<file path="config.mk">
export PLATFORM = sky130hd
export DESIGN_NAME = dma_logic
export DESIGN_NICKNAME = d
export VERILOG_FILES = /design/src/dma_pkg.sv /design/src/dma_global_regs.sv /design/src/dma_engine_regs.sv /design/src/dma_request_splitter.sv /design/src/dma_logic.sv
export VERILOG_INCLUDE_DIRS = /design/src
export SDC_FILE = /design/constraint.sdc
export NUM_CORES = 1
export LEC_CHECK = 0
export ABC_AREA = 0
export BUFFER_PORTS_ARGS = -buffer_cell sky130_fd_sc_hd__buf_2
export CAP_MARGIN = 15
export CORE_MARGIN = 5
export CORE_UTILIZATION = 58
export DETAILED_ROUTE_END_ITERATION = 8
export PLACE_DENSITY = 0.78
export SKIP_CTS_REPAIR_TIMING = 1
export SYNTH_ARGS = -nofsm -noshare
export SYNTH_HDL_FRONTEND = slang
export SYNTH_SLANG_ARGS = --single-unit
</file>
<file path="constraint.sdc">
create_clock -name CLK -period 9.2 [get_ports CLK]
set_clock_uncertainty 0.15 [all_clocks]
set_input_delay 1.38 -clock CLK [delete_from_list [all_inputs] [get_ports CLK]]
set_output_delay 1.38 -clock CLK [all_outputs]
set_load 0.05 [all_outputs]
</file>
<file path="src/dma_defs.svh">
// DMA control core constants
// Register map placement, bus widths and request size limits

`ifndef DMA_DEFS_SVH
`define DMA_DEFS_SVH

////////////////////////////////////////////////////////////////////////////
// Bus widths
////////////////////////////////////////////////////////////////////////////

`define DMA_ADDR_WIDTH       16                     // Wishbone byte address
`define DMA_DATA_WIDTH       32                     // Wishbone data
`define DMA_SEL_WIDTH        (`DMA_DATA_WIDTH / 8)  // One select per byte lane
`define DMA_HOST_ADDR_WIDTH  32
`define DMA_SIZE_WIDTH       32                     // Descriptor size and request length

////////////////////////////////////////////////////////////////////////////
// Register map
////////////////////////////////////////////////////////////////////////////

`define DMA_ENGINE_BASE      16'h0200
`define DMA_ENGINE_STRIDE    16'h2000
// Global register sits one engine block past the engine table
`define DMA_GLOBAL_ADDR      (`DMA_ENGINE_BASE + `DMA_ENGINE_STRIDE)

////////////////////////////////////////////////////////////////////////////
// Request limits, as log2 of bytes
////////////////////////////////////////////////////////////////////////////

`define DMA_LOG2_MAX_PAYLOAD       8   // Card to host requests
`define DMA_LOG2_MAX_READ_REQUEST  12  // Host to card requests

`endif

</file>
<file path="src/dma_pkg.sv">
// DMA control core types
// Engine register offsets, transfer direction and splitter states

`default_nettype none

`include "dma_defs.svh"

package dma_pkg;

	// Byte offsets from the engine block base
	typedef enum logic [7:0] {
		REG_CONTROL   = 8'h00,  // bit0 start, bit1 direction
		REG_STATUS    = 8'h04,  // bit0 enabled, bit3 stopped
		REG_DESC_ADDR = 8'h08,
		REG_DESC_SIZE = 8'h0C,
		REG_REQ_COUNT = 8'h10   // Requests issued since start
	} reg_offset_e;

	typedef enum logic {
		DIR_READ  = 1'b0,  // Host to card
		DIR_WRITE = 1'b1   // Card to host
	} dir_e;

	typedef enum logic [1:0] {
		ST_IDLE,
		ST_ISSUE,
		ST_DONE
	} split_state_e;

endpackage

`default_nettype wire

</file>
<file path="src/dma_global_regs.sv">
// DMA global register
// Reports payload and read-request capability codes and
// turns a write of bit 7 into a one-cycle engine soft reset

`timescale 1ns/1ps
`default_nettype none

`include "dma_defs.svh"

module dma_global_regs (
	input  logic                        CLK,
	input  logic                        dma_reset_n,
	input  logic                        wb_cyc,
	input  logic                        wb_stb,
	input  logic                        wb_we,
	input  logic [`DMA_ADDR_WIDTH-1:0]  wb_adr,
	input  logic [`DMA_DATA_WIDTH-1:0]  wb_dat_i,
	input  logic [`DMA_SEL_WIDTH-1:0]   wb_sel,
	output logic                        ack,
	output logic [`DMA_DATA_WIDTH-1:0]  dat,
	output logic                        soft_reset_n
);

	localparam logic [`DMA_ADDR_WIDTH-1:0] ENGINE_LO   = `DMA_ENGINE_BASE;
	localparam logic [`DMA_ADDR_WIDTH-1:0] ENGINE_HI   = `DMA_ENGINE_BASE + `DMA_ENGINE_STRIDE;
	localparam logic [`DMA_ADDR_WIDTH-1:0] GLOBAL_ADDR = `DMA_GLOBAL_ADDR;

	// Capability codes are log2 of the limit minus 7
	localparam logic [2:0] PAYLOAD_CODE = 3'(`DMA_LOG2_MAX_PAYLOAD - 7);
	localparam logic [2:0] READ_REQ_CODE = 3'(`DMA_LOG2_MAX_READ_REQUEST - 7);

	logic in_engine;
	logic access;
	logic hit;
	logic [`DMA_DATA_WIDTH-1:0] cap_word;

	// Everything outside the engine block lands here, unmapped reads return zero
	assign in_engine = (wb_adr >= ENGINE_LO) && (wb_adr < ENGINE_HI);
	assign access    = wb_cyc & wb_stb & ~ack & ~in_engine;
	assign hit       = (wb_adr == GLOBAL_ADDR);
	assign cap_word  = {{(`DMA_DATA_WIDTH - 6){1'b0}}, READ_REQ_CODE, PAYLOAD_CODE};

	always_ff @(posedge CLK) begin
		if (!dma_reset_n) begin
			ack          <= 1'b0;
			soft_reset_n <= 1'b1;
		end else begin
			ack <= access;  // One cycle, never back to back
			soft_reset_n <= ~(access & wb_we & hit & wb_sel[0] & wb_dat_i[7]);
		end
	end

	// Read data, valid together with ack
	always_ff @(posedge CLK) begin
		if (access) begin
			dat <= hit ? cap_word : '0;
		end
	end

endmodule

`default_nettype wire

</file>
<file path="src/dma_engine_regs.sv">
// DMA engine register block
// Holds the descriptor and direction, issues the start pulse
// and reports enabled, stopped and the request count

`timescale 1ns/1ps
`default_nettype none

`include "dma_defs.svh"

module dma_engine_regs (
	input  logic                            CLK,
	input  logic                            engine_reset_n,
	input  logic                            wb_cyc,
	input  logic                            wb_stb,
	input  logic                            wb_we,
	input  logic [`DMA_ADDR_WIDTH-1:0]      wb_adr,
	input  logic [`DMA_DATA_WIDTH-1:0]      wb_dat_i,
	input  logic [`DMA_SEL_WIDTH-1:0]       wb_sel,
	input  logic                            busy,
	input  logic                            done,
	input  logic [`DMA_DATA_WIDTH-1:0]      req_count,
	output logic                            ack,
	output logic [`DMA_DATA_WIDTH-1:0]      dat,
	output logic                            start,
	output logic [`DMA_HOST_ADDR_WIDTH-1:0] desc_addr,
	output logic [`DMA_SIZE_WIDTH-1:0]      desc_size,
	output dma_pkg::dir_e                   desc_dir
);

	localparam logic [`DMA_ADDR_WIDTH-1:0] ENGINE_LO = `DMA_ENGINE_BASE;
	localparam logic [`DMA_ADDR_WIDTH-1:0] ENGINE_HI = `DMA_ENGINE_BASE + `DMA_ENGINE_STRIDE;

	logic [`DMA_ADDR_WIDTH-1:0] offset;
	logic [7:0] reg_sel;
	logic in_window;
	logic reg_hit;
	logic access;
	logic stopped;
	logic [`DMA_DATA_WIDTH-1:0] rd_mux;

	assign offset    = wb_adr - ENGINE_LO;
	assign reg_sel   = offset[7:0];
	assign in_window = (wb_adr >= ENGINE_LO) && (wb_adr < ENGINE_HI);
	assign reg_hit   = (offset[`DMA_ADDR_WIDTH-1:8] == '0);  // Registers live in the first 256 bytes
	assign access    = wb_cyc & wb_stb & ~ack & in_window;

	////////////////////////////////////////////////////////////////////////////
	// Register writes and control
	////////////////////////////////////////////////////////////////////////////

	always_ff @(posedge CLK) begin
		if (!engine_reset_n) begin
			ack       <= 1'b0;
			start     <= 1'b0;
			stopped   <= 1'b0;
			desc_addr <= '0;
			desc_size <= '0;
			desc_dir  <= dma_pkg::DIR_READ;
		end else begin
			ack   <= access;
			start <= 1'b0;  // Single cycle pulse
			if (done)
				stopped <= 1'b1;
			else if (start)
				stopped <= 1'b0;
			if (access && wb_we && reg_hit) begin
				case (reg_sel)
					dma_pkg::REG_CONTROL: begin
						if (wb_sel[0]) begin
							desc_dir <= dma_pkg::dir_e'(wb_dat_i[1]);
							start    <= wb_dat_i[0] & ~busy;  // Ignored while running
						end
					end
					dma_pkg::REG_DESC_ADDR: begin
						for (int b = 0; b < `DMA_SEL_WIDTH; b++) begin
							if (wb_sel[b])
								desc_addr[8*b +: 8] <= wb_dat_i[8*b +: 8];
						end
					end
					dma_pkg::REG_DESC_SIZE: begin
						for (int b = 0; b < `DMA_SEL_WIDTH; b++) begin
							if (wb_sel[b])
								desc_size[8*b +: 8] <= wb_dat_i[8*b +: 8];
						end
					end
					default: ;  // Status and count are read only
				endcase
			end
		end
	end

	////////////////////////////////////////////////////////////////////////////
	// Read path
	////////////////////////////////////////////////////////////////////////////

	always_comb begin
		rd_mux = '0;
		if (reg_hit) begin
			case (reg_sel)
				dma_pkg::REG_CONTROL:   rd_mux[1] = desc_dir;
				dma_pkg::REG_STATUS:    rd_mux = {{(`DMA_DATA_WIDTH - 4){1'b0}}, stopped, 2'b00, busy};
				dma_pkg::REG_DESC_ADDR: rd_mux = desc_addr;
				dma_pkg::REG_DESC_SIZE: rd_mux = desc_size;
				dma_pkg::REG_REQ_COUNT: rd_mux = req_count;
				default:                rd_mux = '0;
			endcase
		end
	end

	always_ff @(posedge CLK) begin
		if (access)
			dat <= rd_mux;  // Sampled on the ack edge
	end

endmodule

`default_nettype wire

</file>
<file path="src/dma_request_splitter.sv">
// DMA request splitter
// Cuts a descriptor into requests no larger than the payload limit
// (card to host) or the read-request limit (host to card)

`timescale 1ns/1ps
`default_nettype none

`include "dma_defs.svh"

module dma_request_splitter (
	input  logic                            CLK,
	input  logic                            engine_reset_n,
	input  logic                            start,
	input  logic [`DMA_HOST_ADDR_WIDTH-1:0] desc_addr,
	input  logic [`DMA_SIZE_WIDTH-1:0]      desc_size,
	input  dma_pkg::dir_e                   desc_dir,
	input  logic                            req_ready,
	output logic                            req_valid,
	output logic [`DMA_HOST_ADDR_WIDTH-1:0] req_addr,
	output logic [`DMA_SIZE_WIDTH-1:0]      req_len,
	output dma_pkg::dir_e                   req_dir,
	output logic                            busy,
	output logic                            done,
	output logic [`DMA_DATA_WIDTH-1:0]      req_count
);

	localparam int HOST_W = `DMA_HOST_ADDR_WIDTH;

	localparam logic [`DMA_SIZE_WIDTH-1:0] WRITE_LIMIT = 1 << `DMA_LOG2_MAX_PAYLOAD;
	localparam logic [`DMA_SIZE_WIDTH-1:0] READ_LIMIT  = 1 << `DMA_LOG2_MAX_READ_REQUEST;

	dma_pkg::split_state_e state;

	logic [`DMA_HOST_ADDR_WIDTH-1:0] cur_addr;   // Address of the pending request
	logic [`DMA_SIZE_WIDTH-1:0]      remaining;
	logic [`DMA_SIZE_WIDTH-1:0]      limit;
	dma_pkg::dir_e                   dir;
	logic                            accept;

	////////////////////////////////////////////////////////////////////////////
	// Request outputs
	////////////////////////////////////////////////////////////////////////////

	assign limit     = (dir == dma_pkg::DIR_WRITE) ? WRITE_LIMIT : READ_LIMIT;
	assign req_len   = (remaining < limit) ? remaining : limit;
	assign req_addr  = cur_addr;
	assign req_dir   = dir;
	assign req_valid = (state == dma_pkg::ST_ISSUE) && (remaining != '0);
	assign accept    = req_valid & req_ready;

	assign busy = (state != dma_pkg::ST_IDLE);  // Covers issue and done
	assign done = (state == dma_pkg::ST_DONE);

	// FSM and request counter
	always_ff @(posedge CLK) begin
		if (!engine_reset_n) begin
			state     <= dma_pkg::ST_IDLE;
			req_count <= '0;
		end else begin
			case (state)
				dma_pkg::ST_IDLE: begin
					if (start) begin
						req_count <= '0;
						// Empty descriptor finishes without a request
						state <= (desc_size == '0) ? dma_pkg::ST_DONE : dma_pkg::ST_ISSUE;
					end
				end
				dma_pkg::ST_ISSUE: begin
					if (accept)
						req_count <= req_count + 1'b1;
					if (remaining == '0)
						state <= dma_pkg::ST_DONE;  // One cycle after the last transfer
				end
				dma_pkg::ST_DONE: begin
					state <= dma_pkg::ST_IDLE;
				end
				default: state <= dma_pkg::ST_IDLE;
			endcase
		end
	end

	// Descriptor latch and progress, only moves on a transfer
	always_ff @(posedge CLK) begin
		if (state == dma_pkg::ST_IDLE && start) begin
			cur_addr  <= desc_addr;
			remaining <= desc_size;
			dir       <= desc_dir;
		end else if (accept) begin
			cur_addr  <= cur_addr + HOST_W'(req_len);
			remaining <= remaining - req_len;
		end
	end

endmodule

`default_nettype wire

</file>
<file path="src/dma_logic.sv">
// DMA control core top level
// Wishbone register access, request port and engine reset combine

`timescale 1ns/1ps
`default_nettype none

`include "dma_defs.svh"

module dma_logic (
	input  logic                            CLK,
	input  logic                            dma_reset_n,
	input  logic                            wb_cyc,
	input  logic                            wb_stb,
	input  logic                            wb_we,
	input  logic [`DMA_ADDR_WIDTH-1:0]      wb_adr,
	input  logic [`DMA_DATA_WIDTH-1:0]      wb_dat_i,
	input  logic [`DMA_SEL_WIDTH-1:0]       wb_sel,
	input  logic                            req_ready,
	output logic [`DMA_DATA_WIDTH-1:0]      wb_dat_o,
	output logic                            wb_ack,
	output logic                            req_valid,
	output logic [`DMA_HOST_ADDR_WIDTH-1:0] req_addr,
	output logic [`DMA_SIZE_WIDTH-1:0]      req_len,
	output logic                            req_dir,
	output logic                            operation_in_course
);

	logic                            glb_ack;
	logic [`DMA_DATA_WIDTH-1:0]      glb_dat;
	logic                            eng_ack;
	logic [`DMA_DATA_WIDTH-1:0]      eng_dat;
	logic                            soft_reset_n;
	logic                            engine_reset_n;

	logic                            start;
	logic [`DMA_HOST_ADDR_WIDTH-1:0] desc_addr;
	logic [`DMA_SIZE_WIDTH-1:0]      desc_size;
	dma_pkg::dir_e                   desc_dir;
	logic                            busy;
	logic                            done;
	logic [`DMA_DATA_WIDTH-1:0]      req_count;

	assign engine_reset_n = dma_reset_n & soft_reset_n;  // Soft reset spares the global block

	////////////////////////////////////////////////////////////////////////////
	// Register slaves
	////////////////////////////////////////////////////////////////////////////

	dma_global_regs i_global_regs (
		.CLK          (CLK),
		.dma_reset_n  (dma_reset_n),
		.wb_cyc       (wb_cyc),
		.wb_stb       (wb_stb),
		.wb_we        (wb_we),
		.wb_adr       (wb_adr),
		.wb_dat_i     (wb_dat_i),
		.wb_sel       (wb_sel),
		.ack          (glb_ack),
		.dat          (glb_dat),
		.soft_reset_n (soft_reset_n)
	);

	dma_engine_regs i_engine_regs (
		.CLK            (CLK),
		.engine_reset_n (engine_reset_n),
		.wb_cyc         (wb_cyc),
		.wb_stb         (wb_stb),
		.wb_we          (wb_we),
		.wb_adr         (wb_adr),
		.wb_dat_i       (wb_dat_i),
		.wb_sel         (wb_sel),
		.busy           (busy),
		.done           (done),
		.req_count      (req_count),
		.ack            (eng_ack),
		.dat            (eng_dat),
		.start          (start),
		.desc_addr      (desc_addr),
		.desc_size      (desc_size),
		.desc_dir       (desc_dir)
	);

	// Address windows are disjoint so at most one ack fires
	assign wb_ack   = glb_ack | eng_ack;
	assign wb_dat_o = glb_ack ? glb_dat : eng_dat;

	dma_request_splitter i_splitter (
		.CLK            (CLK),
		.engine_reset_n (engine_reset_n),
		.start          (start),
		.desc_addr      (desc_addr),
		.desc_size      (desc_size),
		.desc_dir       (desc_dir),
		.req_ready      (req_ready),
		.req_valid      (req_valid),
		.req_addr       (req_addr),
		.req_len        (req_len),
		.req_dir        (req_dir),
		.busy           (busy),
		.done           (done),
		.req_count      (req_count)
	);

	assign operation_in_course = busy;

endmodule

`default_nettype wire

</file>
Yosys cells after proc, flatten, opt, wreduce, memory -nomap -nowiden
Cells that the tools add are included.

storage, ports and cells
  word-level logic and storage cells = 103
  bits of input ports = 58
  output and inout bits = 100
  register bits = 233

operators by class
  magnitude comparators = 3
  bitwise operators = 18
  reduce and logical (&&, ||, !) cells = 27
  muxes and demuxes = 20
  add/subtract/negate cells = 4
  equal/unequal tests = 10

operators with widths
  kind                                                                  count
  two-way mux 32 bit                                                    8
  case mux 30 bit (4 select lines)                                      1
  zero test 32 bit                                                      2
  case mux 32 bit (2 select lines)                                      1
  adder 32 x 1 -> 32 bit (second input constant)                        1
  adder 32 bit                                                          1
  less-than comparator 32 bit                                           1
  nonzero test 32 bit                                                   1
  subtractor 32 bit                                                     1
  AND reduction 3 bit                                                   10
  == test 16 x 14 -> 1 bit (second input constant)                      1
  == test 8 x 4 -> 1 bit (second input constant)                        2
  greater-or-equal comparator 16 x 10 -> 1 bit (second input constant)  1
  zero test 8 bit                                                       2
  less-than comparator 16 x 14 -> 1 bit (second input constant)         1
  subtractor 16 x 10 -> 16 bit (second input constant)                  1
  two-way mux 13 bit                                                    1
  bitwise AND 1 bit                                                     12
  == test 8 x 3 -> 1 bit (second input constant)                        1
  == test 8 x 5 -> 1 bit (second input constant)                        1
  case mux 1 bit (4 select lines)                                       2
  nonzero test 2 bit                                                    4
  two-way mux 2 bit                                                     3
  two-way mux 6 bit                                                     1
  other kinds (12)                                                      22

Logic depth before layout (Yosys ltp)
  depth in word-level cells = 9
  depth in mapped cells = 17
  depth with buffers taken out = 16

Cells and area by module
A second synthesis with hierarchy kept.

second synthesis, totals
  cell total of the unflattened synthesis = 1360
  area, all modules = 12574.6 um^2

modules (own cells, without submodules)
  module                area each (um^2)  sequential area each (um^2)  cells each  times used
  dma_request_splitter  6592.6            2632.5                       753         1
  dma_engine_regs       4991.0            2322.2                       517         1
  dma_logic             553.0             0.0                          38          1
  dma_global_regs       437.9             70.1                         52          1

Worst setup path before layout
Ideal clock, no wire load.

  path type = input to register
  from = input wb_adr[1]
  to = register i_engine_regs.desc_size[0]
  library setup time = 70 ps
  data required time = 8980 ps
  setup slack = 1797 ps
  stages = 10
  data arrival time = 7182 ps
  path through = or4_1 nor3_1 a41oi_1 nor4_1 and3_1 and2_1 clkbuf_1 clkbuf_1 nand3_1 a21oi_1

between the ends
  longest elaborated chain between the ends = 6
  elaborated cells between the ends (all ways) = 10
  classes of those cells = add/sub: 1; order compare: 2; eq/ne: 1; bitwise: 1; reduce/logical: 5

ends and longest elaborated chain
  what                                                                                                   RTL line               source
  from (decl)                                                                                            dma_logic.sv:15        input logic [`DMA_ADDR_WIDTH-1:0] wb_adr,
  greater-or-equal comparator 16 x 10 -> 1 bit or less-than comparator 16 x 14 -> 1 bit (tied branches)  dma_engine_regs.sv:43  assign in_window = (wb_adr >= ENGINE_LO) && (wb_adr < ENGINE_HI);
  logical AND 1 bit (*)                                                                                  dma_engine_regs.sv:43
  bitwise AND 1 bit (*)                                                                                  dma_engine_regs.sv:45  assign access = wb_cyc & wb_stb & ~ack & in_window;
  named net i_engine_regs.access                                                                         dma_engine_regs.sv:37  logic access;
  logical AND 1 bit (*) (2 in series)                                                                    dma_engine_regs.sv:66  if (access && wb_we && reg_hit) begin
  AND reduction 3 bit (no line) (*)                                                                      n/a
  to (signal, indexed assignment)                                                                        dma_engine_regs.sv:83  desc_size[8*b +: 8] <= wb_dat_i[8*b +: 8];
  to (decl)                                                                                              dma_engine_regs.sv:26  output logic [`DMA_SIZE_WIDTH-1:0] desc_size,

Mark *: on every way through the listed nets, which the timed path passes. The rest lies on a longest branch.
A chain may end at the register's enable or synchronous reset.

Worst setup path in the final report
  from = register i_splitter.remaining[22]
  to = register i_splitter.cur_addr[31] (netlist: i_splitter.req_addr[31]) (data pin)

between the ends
  longest elaborated chain between the ends = 5

ends and longest elaborated chain
  what                         RTL line                    source
  from (decl)                  dma_request_splitter.sv:35  logic [`DMA_SIZE_WIDTH-1:0] remaining;
  from (signal assigned)       dma_request_splitter.sv:86  remaining <= desc_size;
  from (signal assigned)       dma_request_splitter.sv:90  remaining <= remaining - req_len;
  less-than comparator 32 bit  dma_request_splitter.sv:45  assign req_len = (remaining < limit) ? remaining : limit;
  two-way mux 32 bit (*)       dma_request_splitter.sv:45
  adder 32 bit (*)             dma_request_splitter.sv:89  cur_addr <= cur_addr + HOST_W'(req_len);
  two-way mux 32 bit (*)       dma_request_splitter.sv:88  end else if (accept) begin
  two-way mux 32 bit (*)       dma_request_splitter.sv:84  if (state == dma_pkg::ST_IDLE && start) begin
  to (signal assigned)         dma_request_splitter.sv:85  cur_addr <= desc_addr;
  to (signal assigned)         dma_request_splitter.sv:89
  to (decl)                    dma_request_splitter.sv:34  logic [`DMA_HOST_ADDR_WIDTH-1:0] cur_addr;

Every way passes the cells marked *; elsewhere a longest branch is shown, timed or not. The select of a mux whose other input is x is not followed.

==> reports/metrics.cfg <==
[logic_synthesis]
synth_fa_ha_area_frac = 0.0445
syn_inst = 1266
yosysMostFrequentCell = nand2_1
yosys-top-cells-count = nand2_1, nor2_1, a21oi_1, dfxtp_1, edfxtp_1
netlist_top_cells_area = edfxtp_1, dfxtp_1, nand2_1
yosysTopAreaCell = edfxtp_1
syn-cell-area_mm2 = 0.0111
yosysSeqAreaShare = 0.452
synth_compound_area_frac = 0.166
async_flop_share = 0
synthXorXnorAreaFrac = 0.0551
ys_ff_latch = 202
synth_top_family_by_area = simple AND/OR/NAND/NOR gates
synth_edf_count = 98
synth_top_area_share = 0.264
synth.area.mux_share = 0.00281
ys.warnings.count = 0
synth_flop_cell = dfxtp_1
synth-simple-area-share = 0.236
ys_types = 63
avgSynthCellArea_um2 = 8.79

[global_routing]
grt_overflow_total = 0
grt_pass1_wl_um = 48900
first_global_vias = 9350
grt_usage = 0.270
antenna_found_initial = 0
grt_max_degree = 81

[power]
vdd_drop_max_v = 0.000132
p_leak_nw = 4.54
p_per_area_mw_per_mm2 = 157

[placement]
hpwlAfterDp_um = 21900
gp_congestion = 0.951
dpl_worst_slack_ns = 3.70
dp.cells = 1596
io_buffer_count = 138

[finish]
seqCellArea_mm2 = 0.00502
fillers = 1530
drive_gt1_frac = 0.147
syn_to_final_growth_pct = 14.6
fin_cells = 1640
final_util = 0.680
multi_input_area_mm2 = 0.00578
n_antenna_cell = 0
nets = 1487

[timing]
tightest_slew_ns = 1.16
period_share = 0.606
fmax_ghz = 0.179
maxSlewHeadroom = 0.224
rsz0062_at_grt = no
whs_ns = 0.336
fin_ws_ns = 3.63
hold_viol = 0
finalSetupViolations = 0
final.min_clock_period_ns = 5.57
fin_setup_tns_ns = 0
drv_slew = 0

[routing]
via_per_inst = 6.16
wl_um = 30800
drc_errors = 0
vias = 10100
ant_nets = 0
first_pass_iters = 9
wire_per_inst_um = 18.8
drt_iter0_drc = 1500

[min_path]
hold-path-cell-count = 1
hp-start = i_splitter.state[1]
hp-class = flop to flop

[clock_tree]
cts_htree_levels = 1
numCtsBuffers = 22
ctsRootBufferMaster = clkbuf_16
cts_tree = built
clock_latency_ns = 0.51
cts_max_path_buffers = 3
cts.sinks = 202
clkTransAtPathRegs_ns = 0.06

[setup_path]
worstPathCellList = or4_4 > or4_4 > nor4_2 > buf_4 > and2_1 > ha_1 > a211oi_1 > nor2_1 > o31ai_1 > o31ai_1 > o31ai_1 > o311ai_0 > o31ai_1 > xor2_1 > o21ai_0
critPathArrivalTime_ns = 5.64
start_kind = flop
crit_start = i_splitter.remaining[22]
cp_top_family = compound AO/OA/AOI/OAI gates
worst-path-stages = 15
crit_fanout = 21
reg2reg_depth = 15
cpMaxStageDelayCell = or4_4
worst-path-buf-inv = 1
r2r-start = i_splitter.remaining[22]
path_class = flop to flop
cp_slowest_stage_delay_ns = 0.59
cp_common_cell = o31ai_1
cp.required_ns = 9.27
end_kind = flop

[floorplan]
die_y_um = 149
io_pins = 158
design.core.area_mm2 = 0.0188
start_util = 0.593
rows = 50
dieArea_mm2 = 0.0221
die_w_um = 149

[job]
cap_viol_max_count = 0

[status]
status = complete, no violations

==> cell type report <==
type	instances	area share
repair buffers	150	0.0636
flip-flops and latches	202	0.394
well taps	234	0.0230
clock inverters	11	0.00745
inverters	23	0.00677
multi-input cells	991	0.453
clock buffers	29	0.0526
==> where the power goes <==
group          internal [mW]  switching (mW)  leakage (nW)  total (mW)
Clock                  0.545           0.375         0.380       0.921
Sequential             0.940         0.00157          1.58       0.941
Combinational         0.0381          0.0966          2.58       0.135
==> cell usage in the layout (no fill, tap or decap), drive strengths merged, types with 6 or more instances in the layout <==
master	n
nand2	168
buf	150
nand3	87
a21o	22
inv	26
or3	7
edfxtp	98
nor2	134
o31ai	8
nand2b	8
and2	16
conb	38
o21ai	56
ha	38
and3	9
nor2b	37
nor3	16
or4	10
clkbuf	29
a222oi	32
a21oi	122
dfxtp	104
nor4	25
clkinv	6
xor2	32
nand4	13
o21a	8
xnor2	38
==> state kept, by name, summed over array words and instances, names as in the netlist, 2 cells and up <==
| signal | cells |
|---|---|
| i_splitter.remaining | 32 |
| i_splitter.state | 2 |
| i_splitter.req_addr | 32 |
| i_engine_regs.desc_size | 32 |
| i_engine_regs.desc_addr | 32 |
| i_engine_regs.dat | 32 |
| i_splitter.req_count | 32 |
==> logic make-up after synthesis <==
group | after synthesis
AOI/OAI and AO/OA | 290
xor gates and xnor gates | 70
adders and majority gates | 39
buffers and inverters | 109
DFF | 202
muxes | 3
other | 2
and+or+nand+nor | 551
==> worst paths after layout <==
path	slack (ns)	end
max	3.63	i_splitter.req_addr[31]
min reg2reg	0.34	i_splitter.state[1]
min	0.34	i_splitter.state[1]
max reg2reg	3.63	i_splitter.req_addr[31]
==> stage by stage <==
stage / cell area (µm²) / total power, mW
2_1_floorplan: 11300 / 1.06
3_3_place_gp: 11900 / 1.09
3_5_place_dp: 11900 / 1.09
4_1_cts: 12700 / 2.00
5_1_grt: 12800 / 2.06
6_report: 12800 / 2.00
==> per-layer routing <==
layer  GRT usage  share of wire
met5           0              0
met1       0.392           0.43
met3      0.0503           0.11
met4      0.0859          0.029
met2       0.410           0.44
(Power assumes the default switching activity.)
